`src/hw/gfx_fade_settings.svh`:
```
`ifndef GFX_FADE_SETTINGS_SVH
`define GFX_FADE_SETTINGS_SVH

// horizontal timing in pixels
`define H_VISIBLE 16
`define H_FRONT 2
`define H_SYNC 3
`define H_BACK 3
`define H_TOTAL 24

// vertical timing in lines
`define V_VISIBLE 12
`define V_FRONT 1
`define V_SYNC 2
`define V_BACK 1
`define V_TOTAL 16

// pixel and framebuffer geometry
`define PIXEL_BITS 12
`define COLOR_BITS 4
`define AGE_BITS 4
`define FB_WORDS 192
`define FB_ADDR_BITS 8

// fade ages
`define AGE_NEW 4
`define AGE_DIM 2

// writeback queue
`define WB_FIFO_DEPTH 8
`define WB_ALMOST_FULL 4

`endif

```
`src/hw/gfx_fade_pkg.sv`:
```
`include "gfx_fade_settings.svh"

package gfx_fade_pkg;

  // red in the top channel, then green, then blue
  typedef logic [`PIXEL_BITS-1:0] pixel_t;
  typedef logic [`COLOR_BITS-1:0] channel_t;
  typedef logic [`AGE_BITS-1:0] age_t;

  // stored word, age above the color
  typedef logic [`AGE_BITS+`PIXEL_BITS-1:0] fb_word_t;
  typedef logic [`FB_ADDR_BITS-1:0] fb_addr_t;

  // scan coordinates cover the whole line and frame, not only the visible part
  typedef logic [$clog2(`H_TOTAL)-1:0] col_t;
  typedef logic [$clog2(`V_TOTAL)-1:0] row_t;

  typedef enum logic [1:0] {hs_visible, hs_front, hs_sync, hs_back} h_state_t;
  typedef enum logic [1:0] {vs_visible, vs_front, vs_sync, vs_back} v_state_t;

endpackage

```
`src/hw/vga_scan_timing.sv`:
```
`timescale 1ns/1ns

`include "gfx_fade_settings.svh"

module vga_scan_timing
  import gfx_fade_pkg::*;
(
  input  logic     clk,
  input  logic     rst,
  input  logic     advance,
  output logic     rd_en,
  output fb_addr_t rd_addr,
  output logic     hsync,
  output logic     vsync,
  output logic     visible
);

  col_t     h_cnt;
  row_t     v_cnt;
  h_state_t h_state;
  v_state_t v_state;

  // position counters, x-major, frozen while advance is low
  always_ff @(posedge clk) begin
    if (rst) begin
      h_cnt <= '0;
      v_cnt <= '0;
    end else if (advance) begin
      if (h_cnt == col_t'(`H_TOTAL - 1)) begin
        h_cnt <= '0;
        if (v_cnt == row_t'(`V_TOTAL - 1)) begin
          v_cnt <= '0;
        end else begin
          v_cnt <= v_cnt + row_t'(1);
        end
      end else begin
        h_cnt <= h_cnt + col_t'(1);
      end
    end
  end

  // region of the line
  always_comb begin
    if (h_cnt < col_t'(`H_VISIBLE)) begin
      h_state = hs_visible;
    end else if (h_cnt < col_t'(`H_VISIBLE + `H_FRONT)) begin
      h_state = hs_front;
    end else if (h_cnt < col_t'(`H_VISIBLE + `H_FRONT + `H_SYNC)) begin
      h_state = hs_sync;
    end else begin
      h_state = hs_back;
    end
  end

  // region of the frame
  always_comb begin
    if (v_cnt < row_t'(`V_VISIBLE)) begin
      v_state = vs_visible;
    end else if (v_cnt < row_t'(`V_VISIBLE + `V_FRONT)) begin
      v_state = vs_front;
    end else if (v_cnt < row_t'(`V_VISIBLE + `V_FRONT + `V_SYNC)) begin
      v_state = vs_sync;
    end else begin
      v_state = vs_back;
    end
  end

  // syncs are active low
  assign hsync   = (h_state != hs_sync);
  assign vsync   = (v_state != vs_sync);
  assign visible = (h_state == hs_visible) && (v_state == vs_visible);

  assign rd_en   = advance;
  assign rd_addr = visible ?
                   fb_addr_t'(v_cnt) * fb_addr_t'(`H_VISIBLE) + fb_addr_t'(h_cnt) : '0;

endmodule

```
`src/hw/frame_buffer.sv`:
```
`timescale 1ns/1ns

`include "gfx_fade_settings.svh"

module frame_buffer
  import gfx_fade_pkg::*;
(
  input  logic     clk,
  input  logic     rd_en,
  input  fb_addr_t rd_addr,
  output fb_word_t rd_data,
  input  logic     wr_en,
  input  fb_addr_t wr_addr,
  input  fb_word_t wr_data
);

  fb_word_t mem [`FB_WORDS];

  // synchronous write
  always_ff @(posedge clk) begin
    if (wr_en) begin
      mem[wr_addr] <= wr_data;
    end
  end

  // registered read, holds its value between reads
  always_ff @(posedge clk) begin
    if (rd_en) begin
      rd_data <= mem[rd_addr];
    end
  end

endmodule

```
`src/hw/fade_stage.sv`:
```
`timescale 1ns/1ns

`include "gfx_fade_settings.svh"

module fade_stage
  import gfx_fade_pkg::*;
(
  input  logic     clk,
  input  logic     rst,
  input  logic     rd_valid,
  input  fb_word_t rd_data,
  input  fb_addr_t rd_addr,
  input  logic     hsync_in,
  input  logic     vsync_in,
  input  logic     visible_in,
  output logic     vga_valid,
  output logic     vga_hsync,
  output logic     vga_vsync,
  output channel_t vga_red,
  output channel_t vga_grn,
  output channel_t vga_blu,
  output logic     wb_push,
  output fb_addr_t wb_addr,
  output fb_word_t wb_word
);

  logic     visible_q;
  fb_addr_t addr_q;
  age_t     cur_age;
  pixel_t   cur_color;
  pixel_t   shown;
  age_t     next_age;
  pixel_t   next_color;

  // line the scan flags up with the memory read data
  always_ff @(posedge clk) begin
    if (rst) begin
      vga_valid <= 1'b0;
      vga_hsync <= 1'b1;
      vga_vsync <= 1'b1;
      visible_q <= 1'b0;
    end else begin
      vga_valid <= rd_valid;
      vga_hsync <= hsync_in;
      vga_vsync <= vsync_in;
      visible_q <= visible_in;
    end
  end

  always_ff @(posedge clk) begin
    addr_q <= rd_addr;
  end

  assign {cur_age, cur_color} = rd_data;

  // blank outside the visible area
  assign shown = visible_q ? cur_color : '0;
  assign {vga_red, vga_grn, vga_blu} = shown;

  // fade rule: one step older, dim at AGE_DIM, black at zero
  always_comb begin
    next_age   = cur_age - age_t'(1);
    next_color = cur_color;
    if (next_age == age_t'(`AGE_DIM)) begin
      next_color = {cur_color[11:8] >> 1, cur_color[7:4] >> 1, cur_color[3:0] >> 1};
    end
    if (next_age == '0) begin
      next_color = '0;
    end
  end

  // only lit pixels that still have an age come back for a writeback
  always_ff @(posedge clk) begin
    if (rst) begin
      wb_push <= 1'b0;
    end else begin
      wb_push <= vga_valid && visible_q && (|cur_color) && (|cur_age);
    end
  end

  always_ff @(posedge clk) begin
    wb_addr <= addr_q;
    wb_word <= {next_age, next_color};
  end

endmodule

```
`src/hw/fade_writeback_fifo.sv`:
```
`timescale 1ns/1ns

`include "gfx_fade_settings.svh"

module fade_writeback_fifo
  import gfx_fade_pkg::*;
(
  input  logic     clk,
  input  logic     rst,
  input  logic     push,
  input  fb_addr_t push_addr,
  input  fb_word_t push_word,
  input  logic     pop,
  output fb_addr_t pop_addr,
  output fb_word_t pop_word,
  output logic     empty,
  output logic     almost_full
);

  typedef logic [$clog2(`WB_FIFO_DEPTH)-1:0] ptr_t;
  typedef logic [$clog2(`WB_FIFO_DEPTH):0] count_t;

  fb_addr_t addr_mem [`WB_FIFO_DEPTH];
  fb_word_t word_mem [`WB_FIFO_DEPTH];
  ptr_t     wr_ptr;
  ptr_t     rd_ptr;
  count_t   count;
  logic     full;
  logic     do_push;
  logic     do_pop;

  assign full    = (count == count_t'(`WB_FIFO_DEPTH));
  assign empty   = (count == '0);
  assign do_push = push && !full;
  assign do_pop  = pop && !empty;

  // at most WB_ALMOST_FULL free slots left
  assign almost_full = (count >= count_t'(`WB_FIFO_DEPTH - `WB_ALMOST_FULL));

  always_ff @(posedge clk) begin
    if (do_push) begin
      addr_mem[wr_ptr] <= push_addr;
      word_mem[wr_ptr] <= push_word;
    end
  end

  // pointers wrap on their own since the depth is a power of two
  always_ff @(posedge clk) begin
    if (rst) begin
      wr_ptr <= '0;
      rd_ptr <= '0;
      count  <= '0;
    end else begin
      if (do_push) wr_ptr <= wr_ptr + ptr_t'(1);
      if (do_pop) rd_ptr <= rd_ptr + ptr_t'(1);
      count <= count + count_t'(do_push) - count_t'(do_pop);
    end
  end

  // head entry is visible without a pop
  assign pop_addr = addr_mem[rd_ptr];
  assign pop_word = word_mem[rd_ptr];

endmodule

```
`src/hw/fb_write_arbiter.sv`:
```
`timescale 1ns/1ns

`include "gfx_fade_settings.svh"

module fb_write_arbiter
  import gfx_fade_pkg::*;
(
  input  logic     clk,
  input  logic     rst,
  input  logic     wb_empty,
  input  fb_addr_t wb_addr,
  input  fb_word_t wb_word,
  output logic     wb_pop,
  input  col_t     gfx_x,
  input  row_t     gfx_y,
  input  pixel_t   gfx_color,
  input  logic     gfx_valid,
  output logic     gfx_ready,
  output logic     wr_en,
  output fb_addr_t wr_addr,
  output fb_word_t wr_data
);

  fb_addr_t gfx_addr;

  // fade writebacks always win
  assign wb_pop    = !wb_empty;
  assign gfx_ready = wb_empty;

  assign gfx_addr = fb_addr_t'(gfx_y) * fb_addr_t'(`H_VISIBLE) + fb_addr_t'(gfx_x);

  always_ff @(posedge clk) begin
    if (rst) begin
      wr_en <= 1'b0;
    end else begin
      wr_en <= wb_pop || (gfx_valid && gfx_ready);
    end
  end

  // a fresh pixel starts at full age
  always_ff @(posedge clk) begin
    wr_addr <= wb_pop ? wb_addr : gfx_addr;
    wr_data <= wb_pop ? wb_word : {age_t'(`AGE_NEW), gfx_color};
  end

endmodule

```
`src/hw/gfx_fade_display.sv`:
```
`timescale 1ns/1ns

module gfx_fade_display
  import gfx_fade_pkg::*;
(
  input  logic     clk,
  input  logic     rst,
  input  col_t     gfx_x,
  input  row_t     gfx_y,
  input  pixel_t   gfx_color,
  input  logic     gfx_valid,
  output logic     gfx_ready,
  input  logic     vga_enable,
  output logic     vga_valid,
  output logic     vga_hsync,
  output logic     vga_vsync,
  output channel_t vga_red,
  output channel_t vga_grn,
  output channel_t vga_blu
);

  logic     scan_adv;
  logic     rd_en;
  fb_addr_t rd_addr;
  fb_word_t rd_data;
  logic     scan_hsync;
  logic     scan_vsync;
  logic     scan_visible;

  logic     wb_push;
  fb_addr_t wb_push_addr;
  fb_word_t wb_push_word;
  logic     wb_pop;
  fb_addr_t wb_pop_addr;
  fb_word_t wb_pop_word;
  logic     wb_empty;
  logic     wb_almost_full;

  logic     wr_en;
  fb_addr_t wr_addr;
  fb_word_t wr_data;

  // the scan stalls rather than lose a writeback
  assign scan_adv = vga_enable && !wb_almost_full;

  vga_scan_timing scan_inst (
    .clk     (clk),
    .rst     (rst),
    .advance (scan_adv),
    .rd_en   (rd_en),
    .rd_addr (rd_addr),
    .hsync   (scan_hsync),
    .vsync   (scan_vsync),
    .visible (scan_visible)
  );

  frame_buffer fb_inst (
    .clk     (clk),
    .rd_en   (rd_en),
    .rd_addr (rd_addr),
    .rd_data (rd_data),
    .wr_en   (wr_en),
    .wr_addr (wr_addr),
    .wr_data (wr_data)
  );

  fade_stage fade_inst (
    .clk        (clk),
    .rst        (rst),
    .rd_valid   (rd_en),
    .rd_data    (rd_data),
    .rd_addr    (rd_addr),
    .hsync_in   (scan_hsync),
    .vsync_in   (scan_vsync),
    .visible_in (scan_visible),
    .vga_valid  (vga_valid),
    .vga_hsync  (vga_hsync),
    .vga_vsync  (vga_vsync),
    .vga_red    (vga_red),
    .vga_grn    (vga_grn),
    .vga_blu    (vga_blu),
    .wb_push    (wb_push),
    .wb_addr    (wb_push_addr),
    .wb_word    (wb_push_word)
  );

  fade_writeback_fifo wb_fifo_inst (
    .clk         (clk),
    .rst         (rst),
    .push        (wb_push),
    .push_addr   (wb_push_addr),
    .push_word   (wb_push_word),
    .pop         (wb_pop),
    .pop_addr    (wb_pop_addr),
    .pop_word    (wb_pop_word),
    .empty       (wb_empty),
    .almost_full (wb_almost_full)
  );

  fb_write_arbiter arb_inst (
    .clk       (clk),
    .rst       (rst),
    .wb_empty  (wb_empty),
    .wb_addr   (wb_pop_addr),
    .wb_word   (wb_pop_word),
    .wb_pop    (wb_pop),
    .gfx_x     (gfx_x),
    .gfx_y     (gfx_y),
    .gfx_color (gfx_color),
    .gfx_valid (gfx_valid),
    .gfx_ready (gfx_ready),
    .wr_en     (wr_en),
    .wr_addr   (wr_addr),
    .wr_data   (wr_data)
  );

endmodule

```
`config.mk`:
```
export PLATFORM = sky130hd
export DESIGN_NAME = gfx_fade_display
export DESIGN_NICKNAME = d
export VERILOG_FILES = /design/src/hw/gfx_fade_pkg.sv /design/src/hw/vga_scan_timing.sv /design/src/hw/frame_buffer.sv /design/src/hw/fade_stage.sv /design/src/hw/fade_writeback_fifo.sv /design/src/hw/fb_write_arbiter.sv /design/src/hw/gfx_fade_display.sv
export VERILOG_INCLUDE_DIRS = /design/src /design/src/hw
export SDC_FILE = /design/constraint.sdc
export NUM_CORES = 2
export LEC_CHECK = 0
export ABC_AREA = 0
export BUFFER_PORTS_ARGS = -buffer_cell sky130_fd_sc_hd__buf_2
export CAP_MARGIN = 20
export CORE_MARGIN = 5
export CORE_UTILIZATION = 47
export CTS_CLUSTER_DIAMETER = 50
export CTS_CLUSTER_SIZE = 8
export DETAILED_ROUTE_END_ITERATION = 6
export HOLD_SLACK_MARGIN = 0.15
export PLACE_DENSITY = 0.61
export SLEW_MARGIN = 5
export SYNTH_ARGS = -nofsm -noshare
export SYNTH_HDL_FRONTEND = slang
export SYNTH_HIERARCHICAL = 1
export SYNTH_SLANG_ARGS = --single-unit
```
`constraint.sdc`:
```
create_clock -name clk -period 9.1 [get_ports clk]
set_clock_uncertainty 0.1 [all_clocks]
set_input_delay 0.91 -clock clk [delete_from_list [all_inputs] [get_ports clk]]
set_output_delay 0.91 -clock clk [all_outputs]
set_load 0.02 [all_outputs]
```
# Yosys cells after proc, flatten, opt, wreduce, memory -nomap -nowiden
# Memories as Yosys holds them, arrays and structs flattened. A register that Yosys moved wholly into a read port is not among the register bits.
# Index checks and enable logic that the tools add are counted.
classes:
  addsub: 9
  mul: 0
  div_mod_pow: 0
  n_lt_le_gt_ge: 7
  n_eq_ne: 6
  shifts: 0
  n_mux: 21
  bitwise: 0
  n_reduce_logical: 19
ops:
  columns: ["cell", "n"]
  rows:
  - ["12-bit two-way mux", 2]
  - ["8-bit by 5-bit adder with 8-bit output", 2]
  - ["8-bit two-way mux", 2]
  - ["5-bit less-than comparator (second input constant)", 3]
  - ["4-bit less-than comparator (second input constant)", 3]
  - ["3-bit two-way mux", 4]
  - ["12-bit OR reduction", 1]
  - ["11-bit two-way mux", 1]
  - ["4-bit == test (second input constant)", 2]
  - ["4-bit zero test", 2]
  - ["2-bit two-way mux", 4]
  - ["1-bit logical AND", 7]
  - ["3-bit by 1-bit adder with 3-bit output (second input constant)", 2]
  - ["1-bit two-way mux", 6]
  - ["5-bit by 1-bit adder with 5-bit output (second input constant)", 1]
  - ["5-bit == test (second input constant)", 1]
  - ["5-bit two-way mux", 1]
  - ["4-bit by 1-bit adder with 4-bit output", 1]
  - ["4-bit by 1-bit adder with 4-bit output (second input constant)", 1]
  - ["4-bit by 2-bit == test with 1-bit output (second input constant)", 1]
  - ["4-bit by 3-bit greater-or-equal comparator with 1-bit output (second input constant)", 1]
  - ["2-bit zero test", 2]
  - ["4-bit two-way mux", 1]
  - ["2-bit != test (second input constant)", 2]
  - ["7 further kinds", 9]
totals:
  reg_bits: 81
  latchBits: 0
  ramBits: 3264
  mem_bits_ro: 0
  input_bits: 25
  wordCells: 84
  memories: 3
memory_table:
  columns: ["name", "depth", "word_bits", "read_ports", "rd_ports_with_merged_regs", "wr", "line", "rtl"]
  rows:
  - ["fb_inst.mem", 192, 16, 1, 1, 1, "frame_buffer.sv:17", "fb_word_t mem [`FB_WORDS];"]
  - ["wb_fifo_inst.word_mem", 8, 16, 1, 1, 1, "fade_writeback_fifo.sv:24", "fb_word_t word_mem [`WB_FIFO_DEPTH];"]
  - ["wb_fifo_inst.addr_mem", 8, 8, 1, 1, 1, "fade_writeback_fifo.sv:23", "fb_addr_t addr_mem [`WB_FIFO_DEPTH];"]

# Logic depth before layout (Yosys ltp)
logic_depth:
  ltp_word: 7
  mapped_depth: 14
  ltp_nobuf: 11

# Modules after synthesis
# The synthesis kept the hierarchy.
modules_own_cells:
  columns: ["module", "n_inst", "cells_per_inst", "area_each_um2", "seq_area_each_um2"]
  rows:
  - ["frame_buffer", 1, 4937, 118416.1, 92728.9]
  - ["fade_writeback_fifo", 1, 358, 8054.0, 6025.8]
  - ["fade_stage", 1, 100, 1189.9, 740.7]
  - ["fb_write_arbiter", 1, 63, 889.6, 500.5]
  - ["vga_scan_timing", 1, 75, 618.1, 180.2]
  - ["gfx_fade_display", 1, 1, 13.8, 0.0]

# Worst setup path after synthesis
# OpenSTA, ideal clock, no wires.
synth_path:
  path_kind: "reg2reg"
  startpoint: "reg wb_fifo_inst.count[2]"
  endpoint: "mem wb_fifo_inst/addr_mem[0][0] (netlist name), enable pin"
  setup_ns: 0.466
  arrival_ns: 3.194
  t_required_ns: 8.534
  slack_ns: 5.341
  stages_incl_launch_ff: 6
  period_less_slack_ns: 3.759
  path_cell_list: "dfxtp_1 > inv_1 > ha_1 > or3b_1 > nand2_1 > nor4_1"
synth_via:
  elab_chain_len: 5
synth_rtl:
  columns: ["element", "line", "rtl"]
  rows:
  - ["from (decl)", "fade_writeback_fifo.sv:27", "count_t count;"]
  - ["from (signal assigned)", "fade_writeback_fifo.sv:56", "count <= count + count_t'(do_push) - count_t'(do_pop);"]
  - ["4-bit == test", "fade_writeback_fifo.sv:32", "assign full = (count == count_t'(`WB_FIFO_DEPTH));"]
  - ["1-bit zero test", "fade_writeback_fifo.sv:34", "assign do_push = push && !full;"]
  - ["1-bit logical AND", "fade_writeback_fifo.sv:34", null]
  - ["1-bit two-way mux", "fade_writeback_fifo.sv:41", "if (do_push) begin"]
  - ["1-bit two-way mux (implied by the code)", "fade_writeback_fifo.sv:42", "addr_mem[wr_ptr] <= push_addr;"]
  - ["to (decl)", "fade_writeback_fifo.sv:23", null]
# Every way passes these cells.

# Final worst setup path
layout_path:
  startpoint: "reg scan_inst.v_cnt[2]"
  endpoint: "reg fb_inst.rd_data[3], read port of fb_inst.mem, data pin"
layout_via:
  elab_chain_len: 7
  word_cells_on_any_way: 10
  classes_between: "add/sub: 1; order compare: 3; mux: 4; reduce/logical: 2"
layout_rtl:
  columns: ["element", "line", "rtl"]
  rows:
  - ["from (decl)", "vga_scan_timing.sv:19", "row_t v_cnt;"]
  - ["from (signal assigned)", "vga_scan_timing.sv:34", "v_cnt <= v_cnt + row_t'(1);"]
  - ["4-bit less-than comparator", "vga_scan_timing.sv:61", "end else if (v_cnt < row_t'(`V_VISIBLE + `V_FRONT + `V_SYNC)) begin"]
  - ["1-bit two-way mux", "vga_scan_timing.sv:61", null]
  - ["2-bit two-way mux", "vga_scan_timing.sv:59", "end else if (v_cnt < row_t'(`V_VISIBLE + `V_FRONT)) begin"]
  - ["2-bit two-way mux (*)", "vga_scan_timing.sv:57", "if (v_cnt < row_t'(`V_VISIBLE)) begin"]
  - ["2-bit zero test (*)", "vga_scan_timing.sv:71", "assign visible = (h_state == hs_visible) && (v_state == vs_visible);"]
  - ["1-bit logical AND (*)", "vga_scan_timing.sv:71", null]
  - ["named net scan_visible", "gfx_fade_display.sv:28", "logic scan_visible;"]
  - ["8-bit two-way mux (*)", "vga_scan_timing.sv:74", "assign rd_addr = visible ?"]
  - ["named net rd_addr[0]", "gfx_fade_display.sv:24", "fb_addr_t rd_addr;"]
  - ["to (decl)", "frame_buffer.sv:11", "output fb_word_t rd_data,"]
# Mark *: on every way through the listed nets, which the timed path passes. The rest lies on a longest branch.
# A chain may end at the register's enable or synchronous reset.

==> impl_results.html <==
<table>
<tr><th>Metric</th><th>Value</th></tr>
<tr><th colspan="2">Status</th></tr>
<tr><td>Outcome</td><td>complete, no violations</td></tr>
<tr><th colspan="2">Timing</th></tr>
<tr><td>Slew of the pin with the lowest slew margin</td><td>1.28 ns</td></tr>
<tr><td>Setup ws final</td><td>about 3.6 ns</td></tr>
<tr><td>Count of final max-slew check failures</td><td>0</td></tr>
<tr><td>Final count of negative-setup-slack endpoints</td><td>0</td></tr>
<tr><td>Maximum operating frequency</td><td>181 MHz</td></tr>
<tr><td>RSZ-0062 raised after global routing</td><td>false</td></tr>
<tr><td>Worst slew margin</td><td>about 14%</td></tr>
<tr><td>Number of endpoints with negative hold slack in the final report</td><td>0</td></tr>
<tr><td>Clock period minus final worst setup slack</td><td>around 5.5 ns</td></tr>
<tr><td>Hold slack final</td><td>approximately 0.22 ns</td></tr>
<tr><td>Post-route fraction of the period consumed by the critical path</td><td>between 60% and 70%</td></tr>
<tr><td>Final TNS setup</td><td>0 ns</td></tr>
<tr><th colspan="2">Critical path</th></tr>
<tr><td>Critical-path maximum fanout</td><td>87</td></tr>
<tr><td>Type of origin of the critical path</td><td>flop</td></tr>
<tr><td>Crit Path Class</td><td>flop to flop</td></tr>
<tr><td>Delay of the slowest cell on the worst path</td><td>~0.76 ns</td></tr>
<tr><td>Max stage delay cell, worst path</td><td>a311oi_1</td></tr>
<tr><td>Arrival time worst endpoint</td><td>approximately 6 ns</td></tr>
<tr><td>Data required time at the worst endpoint</td><td>between 9 and 10 ns</td></tr>
<tr><td>Crit-path cells</td><td>a21oi_1 &gt; and2_4 &gt; buf_12 &gt; mux4_2 &gt; mux4_2 &gt; a22oi_1 &gt; a21oi_1 &gt; a311oi_1 &gt; o21ai_1</td></tr>
<tr><td>Number of cell instances on the worst register-to-register path</td><td>9</td></tr>
<tr><td>Critical Path End Type</td><td>flop</td></tr>
<tr><th colspan="2">Logic synthesis</th></tr>
<tr><td>Combinational family with the most area after synthesis</td><td>multiplexers</td></tr>
<tr><td>FFs w/ async S/R, synth</td><td>0%</td></tr>
<tr><td>Area fraction in compound gates after synthesis</td><td>~1%</td></tr>
<tr><td>Adder-cell area share of the yosys netlist</td><td>less than 1%</td></tr>
<tr><td>Number of register bits inferred by synthesis</td><td>3,364</td></tr>
<tr><td>Fraction of the yosys area taken by sequential cells</td><td>between 70% and 80%</td></tr>
<tr><td>Parity-gate share of the synthesized area counting xor and xnor cells</td><td>less than 1%</td></tr>
<tr><td>Multiplexer fraction of the synthesized cell area</td><td>between 10% and 20%</td></tr>
<tr><td>Leading register cell type out of synthesis</td><td>edfxtp_1</td></tr>
<tr><td>Syn Std Cell Area</td><td>approximately 0.13 mm^2</td></tr>
<tr><td>Number of nets in the synthesized netlist</td><td>about 5.6k</td></tr>
<tr><td>Count of flip-flops with a built-in enable after synthesis</td><td>between 3k and 4k</td></tr>
<tr><td>Number of cells produced by synthesis</td><td>5,534</td></tr>
<tr><td>Synth warn</td><td>6</td></tr>
<tr><td>Unique cell type count in the Yosys netlist</td><td>between 60 and 70</td></tr>
<tr><td>Synth Area per Inst</td><td>23.3 um^2</td></tr>
<tr><td>Area fraction in and, or, nand and nor cells after synthesis</td><td>approximately 1.9%</td></tr>
<tr><th colspan="2">Layout</th></tr>
<tr><td>Fraction of final layout cells with drive strength greater than 1</td><td>between 30% and 40%</td></tr>
<tr><td>Final #Nets</td><td>a little over 6k</td></tr>
<tr><td>Most frequent cells in the layout</td><td>edfxtp_1, mux4_2, clkbuf_16</td></tr>
<tr><td>Final design utilization</td><td>54.2%</td></tr>
<tr><td>Leading cell type in the layout, fill and taps excluded</td><td>edfxtp_1</td></tr>
<tr><td>Layout overhead on the synthesized area</td><td>14.8%</td></tr>
<tr><th colspan="2">Clock tree</th></tr>
<tr><td>Total number of clock tree sinks</td><td>~3.4k</td></tr>
<tr><td>Clock H-tree levels</td><td>5</td></tr>
<tr><td>Buffer cell driving the clock tree root</td><td>clkbuf_16</td></tr>
<tr><td>Max Buffers Root-to-Sink</td><td>4</td></tr>
<tr><td>Clock insertion delay at the later pin of the skew report</td><td>approximately 0.92 ns</td></tr>
<tr><td>Number of buffers created by CTS</td><td>470</td></tr>
<tr><td>Clock tree from TritonCTS</td><td>built</td></tr>
<tr><td>Clock slew seen by the registers of the worst setup and hold paths</td><td>0.05 ns</td></tr>
<tr><th colspan="2">Route</th></tr>
<tr><td>Antenna-violating nets left</td><td>0</td></tr>
<tr><td>WL final</td><td>between 300,000 and 400,000 um</td></tr>
<tr><td>Drt initial violations</td><td>8,562</td></tr>
<tr><td>Via-per-instance ratio</td><td>6.32</td></tr>
<tr><td>Wire length per cell after detailed routing</td><td>~34 um</td></tr>
<tr><td>First drt pass iteration count</td><td>7</td></tr>
<tr><td>Total DRC errors in the routed layout</td><td>0</td></tr>
<tr><td>Total number of vias</td><td>62.1k</td></tr>
<tr><th colspan="2">Min path</th></tr>
<tr><td>Worst min-delay path category</td><td>flop to flop</td></tr>
<tr><td>Number of cells on the worst hold path</td><td>0</td></tr>
<tr><th colspan="2">Global routing</th></tr>
<tr><td>Number of antenna violations at the first check in global routing</td><td>17</td></tr>
<tr><td>Via count of the first global-routing pass</td><td>between 60k and 70k</td></tr>
<tr><td>Overall fraction of global-route tracks in use</td><td>23.4%</td></tr>
<tr><td>First-pass GRT wire length</td><td>roughly 480,000 um</td></tr>
<tr><td>Global route overflow</td><td>0</td></tr>
<tr><td>Largest net degree at the start of global routing</td><td>125</td></tr>
<tr><th colspan="2">Placement</th></tr>
<tr><td>HPWL after detailed placement</td><td>just under 200,000 um</td></tr>
<tr><td>Weighted congestion reported at the end of routability-driven placement</td><td>0.844</td></tr>
<tr><td>Worst setup slack before clock tree synthesis</td><td>3.52 ns</td></tr>
<tr><td>Count of input and output buffers</td><td>40</td></tr>
<tr><th colspan="2">Die</th></tr>
<tr><td>Core area</td><td>0.274 mm^2</td></tr>
<tr><td>Starting density of the core</td><td>47.2%</td></tr>
<tr><td>Die Footprint</td><td>0.285 mm^2</td></tr>
<tr><td>Placement row count</td><td>approximately 190</td></tr>
<tr><td>Count of pins on the block boundary</td><td>41</td></tr>
<tr><td>Die span in y</td><td>534 um</td></tr>
<tr><td>Die Width</td><td>between 500 and 600 um</td></tr>
<tr><th colspan="2">Power and ir drop</th></tr>
<tr><td>Peak ir drop on the vdd network</td><td>about 0.00019 V</td></tr>
<tr><td>Static Leakage</td><td>45.2 nW</td></tr>
<tr><td>Pwr per Cell Area</td><td>281 mW/mm^2</td></tr>
<tr><th colspan="2">Flow run</th></tr>
<tr><td>Max-cap violations</td><td>0</td></tr>
</table>
## worst max-delay path, delay by kind of cell (launching register included)
family | cells | cell delay, ns
and+or+nand+nor | 1 | 0.74
buffers and inverters | 1 | 0.56
DFF | 1 | 0.41
AOI/OAI and AO/OA | 5 | 2.12
muxes | 2 | 1.12
## Yosys cell counts (29+ instances only)
cell type | count | share of area [%]
a22oi_1 | 43 | 0.25
and2_1 | 30 | 0.15
buf_1 | 39 | 0.11
buf_2 | 75 | 0.29
buf_4 | 42 | 0.24
buf_6 | 29 | 0.25
clkbuf_1 | 100 | 0.29
dfxtp_1 | 84 | 1.3
edfxtp_1 | 3280 | 76
mux2_2 | 58 | 0.51
mux2_4 | 29 | 0.34
mux2i_1 | 100 | 0.77
mux4_2 | 922 | 16
nand2_1 | 82 | 0.24
nand3_1 | 65 | 0.25
nor2_1 | 224 | 0.65
nor2b_1 | 33 | 0.16
## stage by stage
step                      total power [mW]  area (um^2)  instances
after floorplan                       24.3       129000       5534
after global placement                26.4       135000       9181
after detailed placement              26.6       135000       9187
after CTS                             42.0       148000       9821
after global routing                  43.1       148000       9829
final                                 41.7       148000       9829
## state kept, by name, indices dropped and copies added, names as in the netlist, 3 cells and up, named ones only
register	flops
scan_inst/h_cnt	5
wb_fifo_inst/rd_ptr	3
scan_inst/v_cnt	4
fade_inst/wb_word	16
fb_inst/rd_data	16
wb_fifo_inst/wr_ptr	3
wb_fifo_inst/addr_mem	64
wb_fifo_inst/word_mem	128
arb_inst/wr_addr	8
fade_inst/wb_addr	8
wb_fifo_inst/count	4
fade_inst/addr_q	8
fb_inst/mem	3072
arb_inst/wr_data	16
## final cells by class
| type | count | area, um^2 |
|---|---|---|
| Clock buffer | 588 | 12300 |
| Timing Repair Buffer | 370 | 3020 |
| Antenna cell | 2 | 5.00 |
| Clock inverter | 34 | 524 |
| Multi-Input combinational cell | 1860 | 27700 |
| Inverter | 22 | 82.6 |
| Fill cell | 20200 | 125000 |
| Tap cell | 3589 | 4490 |
| Sequential cell | 3364 | 100000 |
## cells by family after synthesis
| kind of cell | count (synthesis) |
|---|---|
| AOI/OAI and AO/OA | 175 |
| xor gates and xnor gates | 9 |
| adders and majority gates | 18 |
| buffers and inverters | 310 |
| DFF | 3364 |
| muxes | 1124 |
| and+or+nand+nor | 534 |
## metal layers
metal | global-route usage [%] | vias to the layer above | wire length [um]
li1 | - | 24500 | -
met1 | 34.5 | 33800 | 137000
met2 | 35.4 | 3245 | 155000
met3 | 5.16 | 572 | 33200
met4 | 7.16 | 2 | 11100
met5 | 0 | - | 16
## where the power goes
group          internal, mW  switching [mW]  leakage (nW)
combinational          2.07            4.00          8.81
clock                  9.32            6.09          6.19
sequential             19.5           0.756          30.2
total                  30.9            10.8          45.2
## final timing paths
kind / startpoint / to / slack (ns)
worst max-delay path: scan_inst/v_cnt[2]$_SDFFE_PP0P_ / fb_inst/rd_data[3]$_DFFE_PP_ / 3.58
worst min-delay path: fade_inst/addr_q[7]$_DFF_P_ / fade_inst/wb_addr[7]$_DFF_P_ / 0.22
worst max register to register: scan_inst/v_cnt[2]$_SDFFE_PP0P_ / fb_inst/rd_data[3]$_DFFE_PP_ / 3.58
worst min register to register: fade_inst/addr_q[7]$_DFF_P_ / fade_inst/wb_addr[7]$_DFF_P_ / 0.22
## what timing repair did
item | in CTS | in global routing
resized for setup | 0 | 0
hold endpoints to repair | 12 | 0
setup buffers | 0 | 0
hold buffers | 12 | 0
Power figures use the tool's default switching activity.
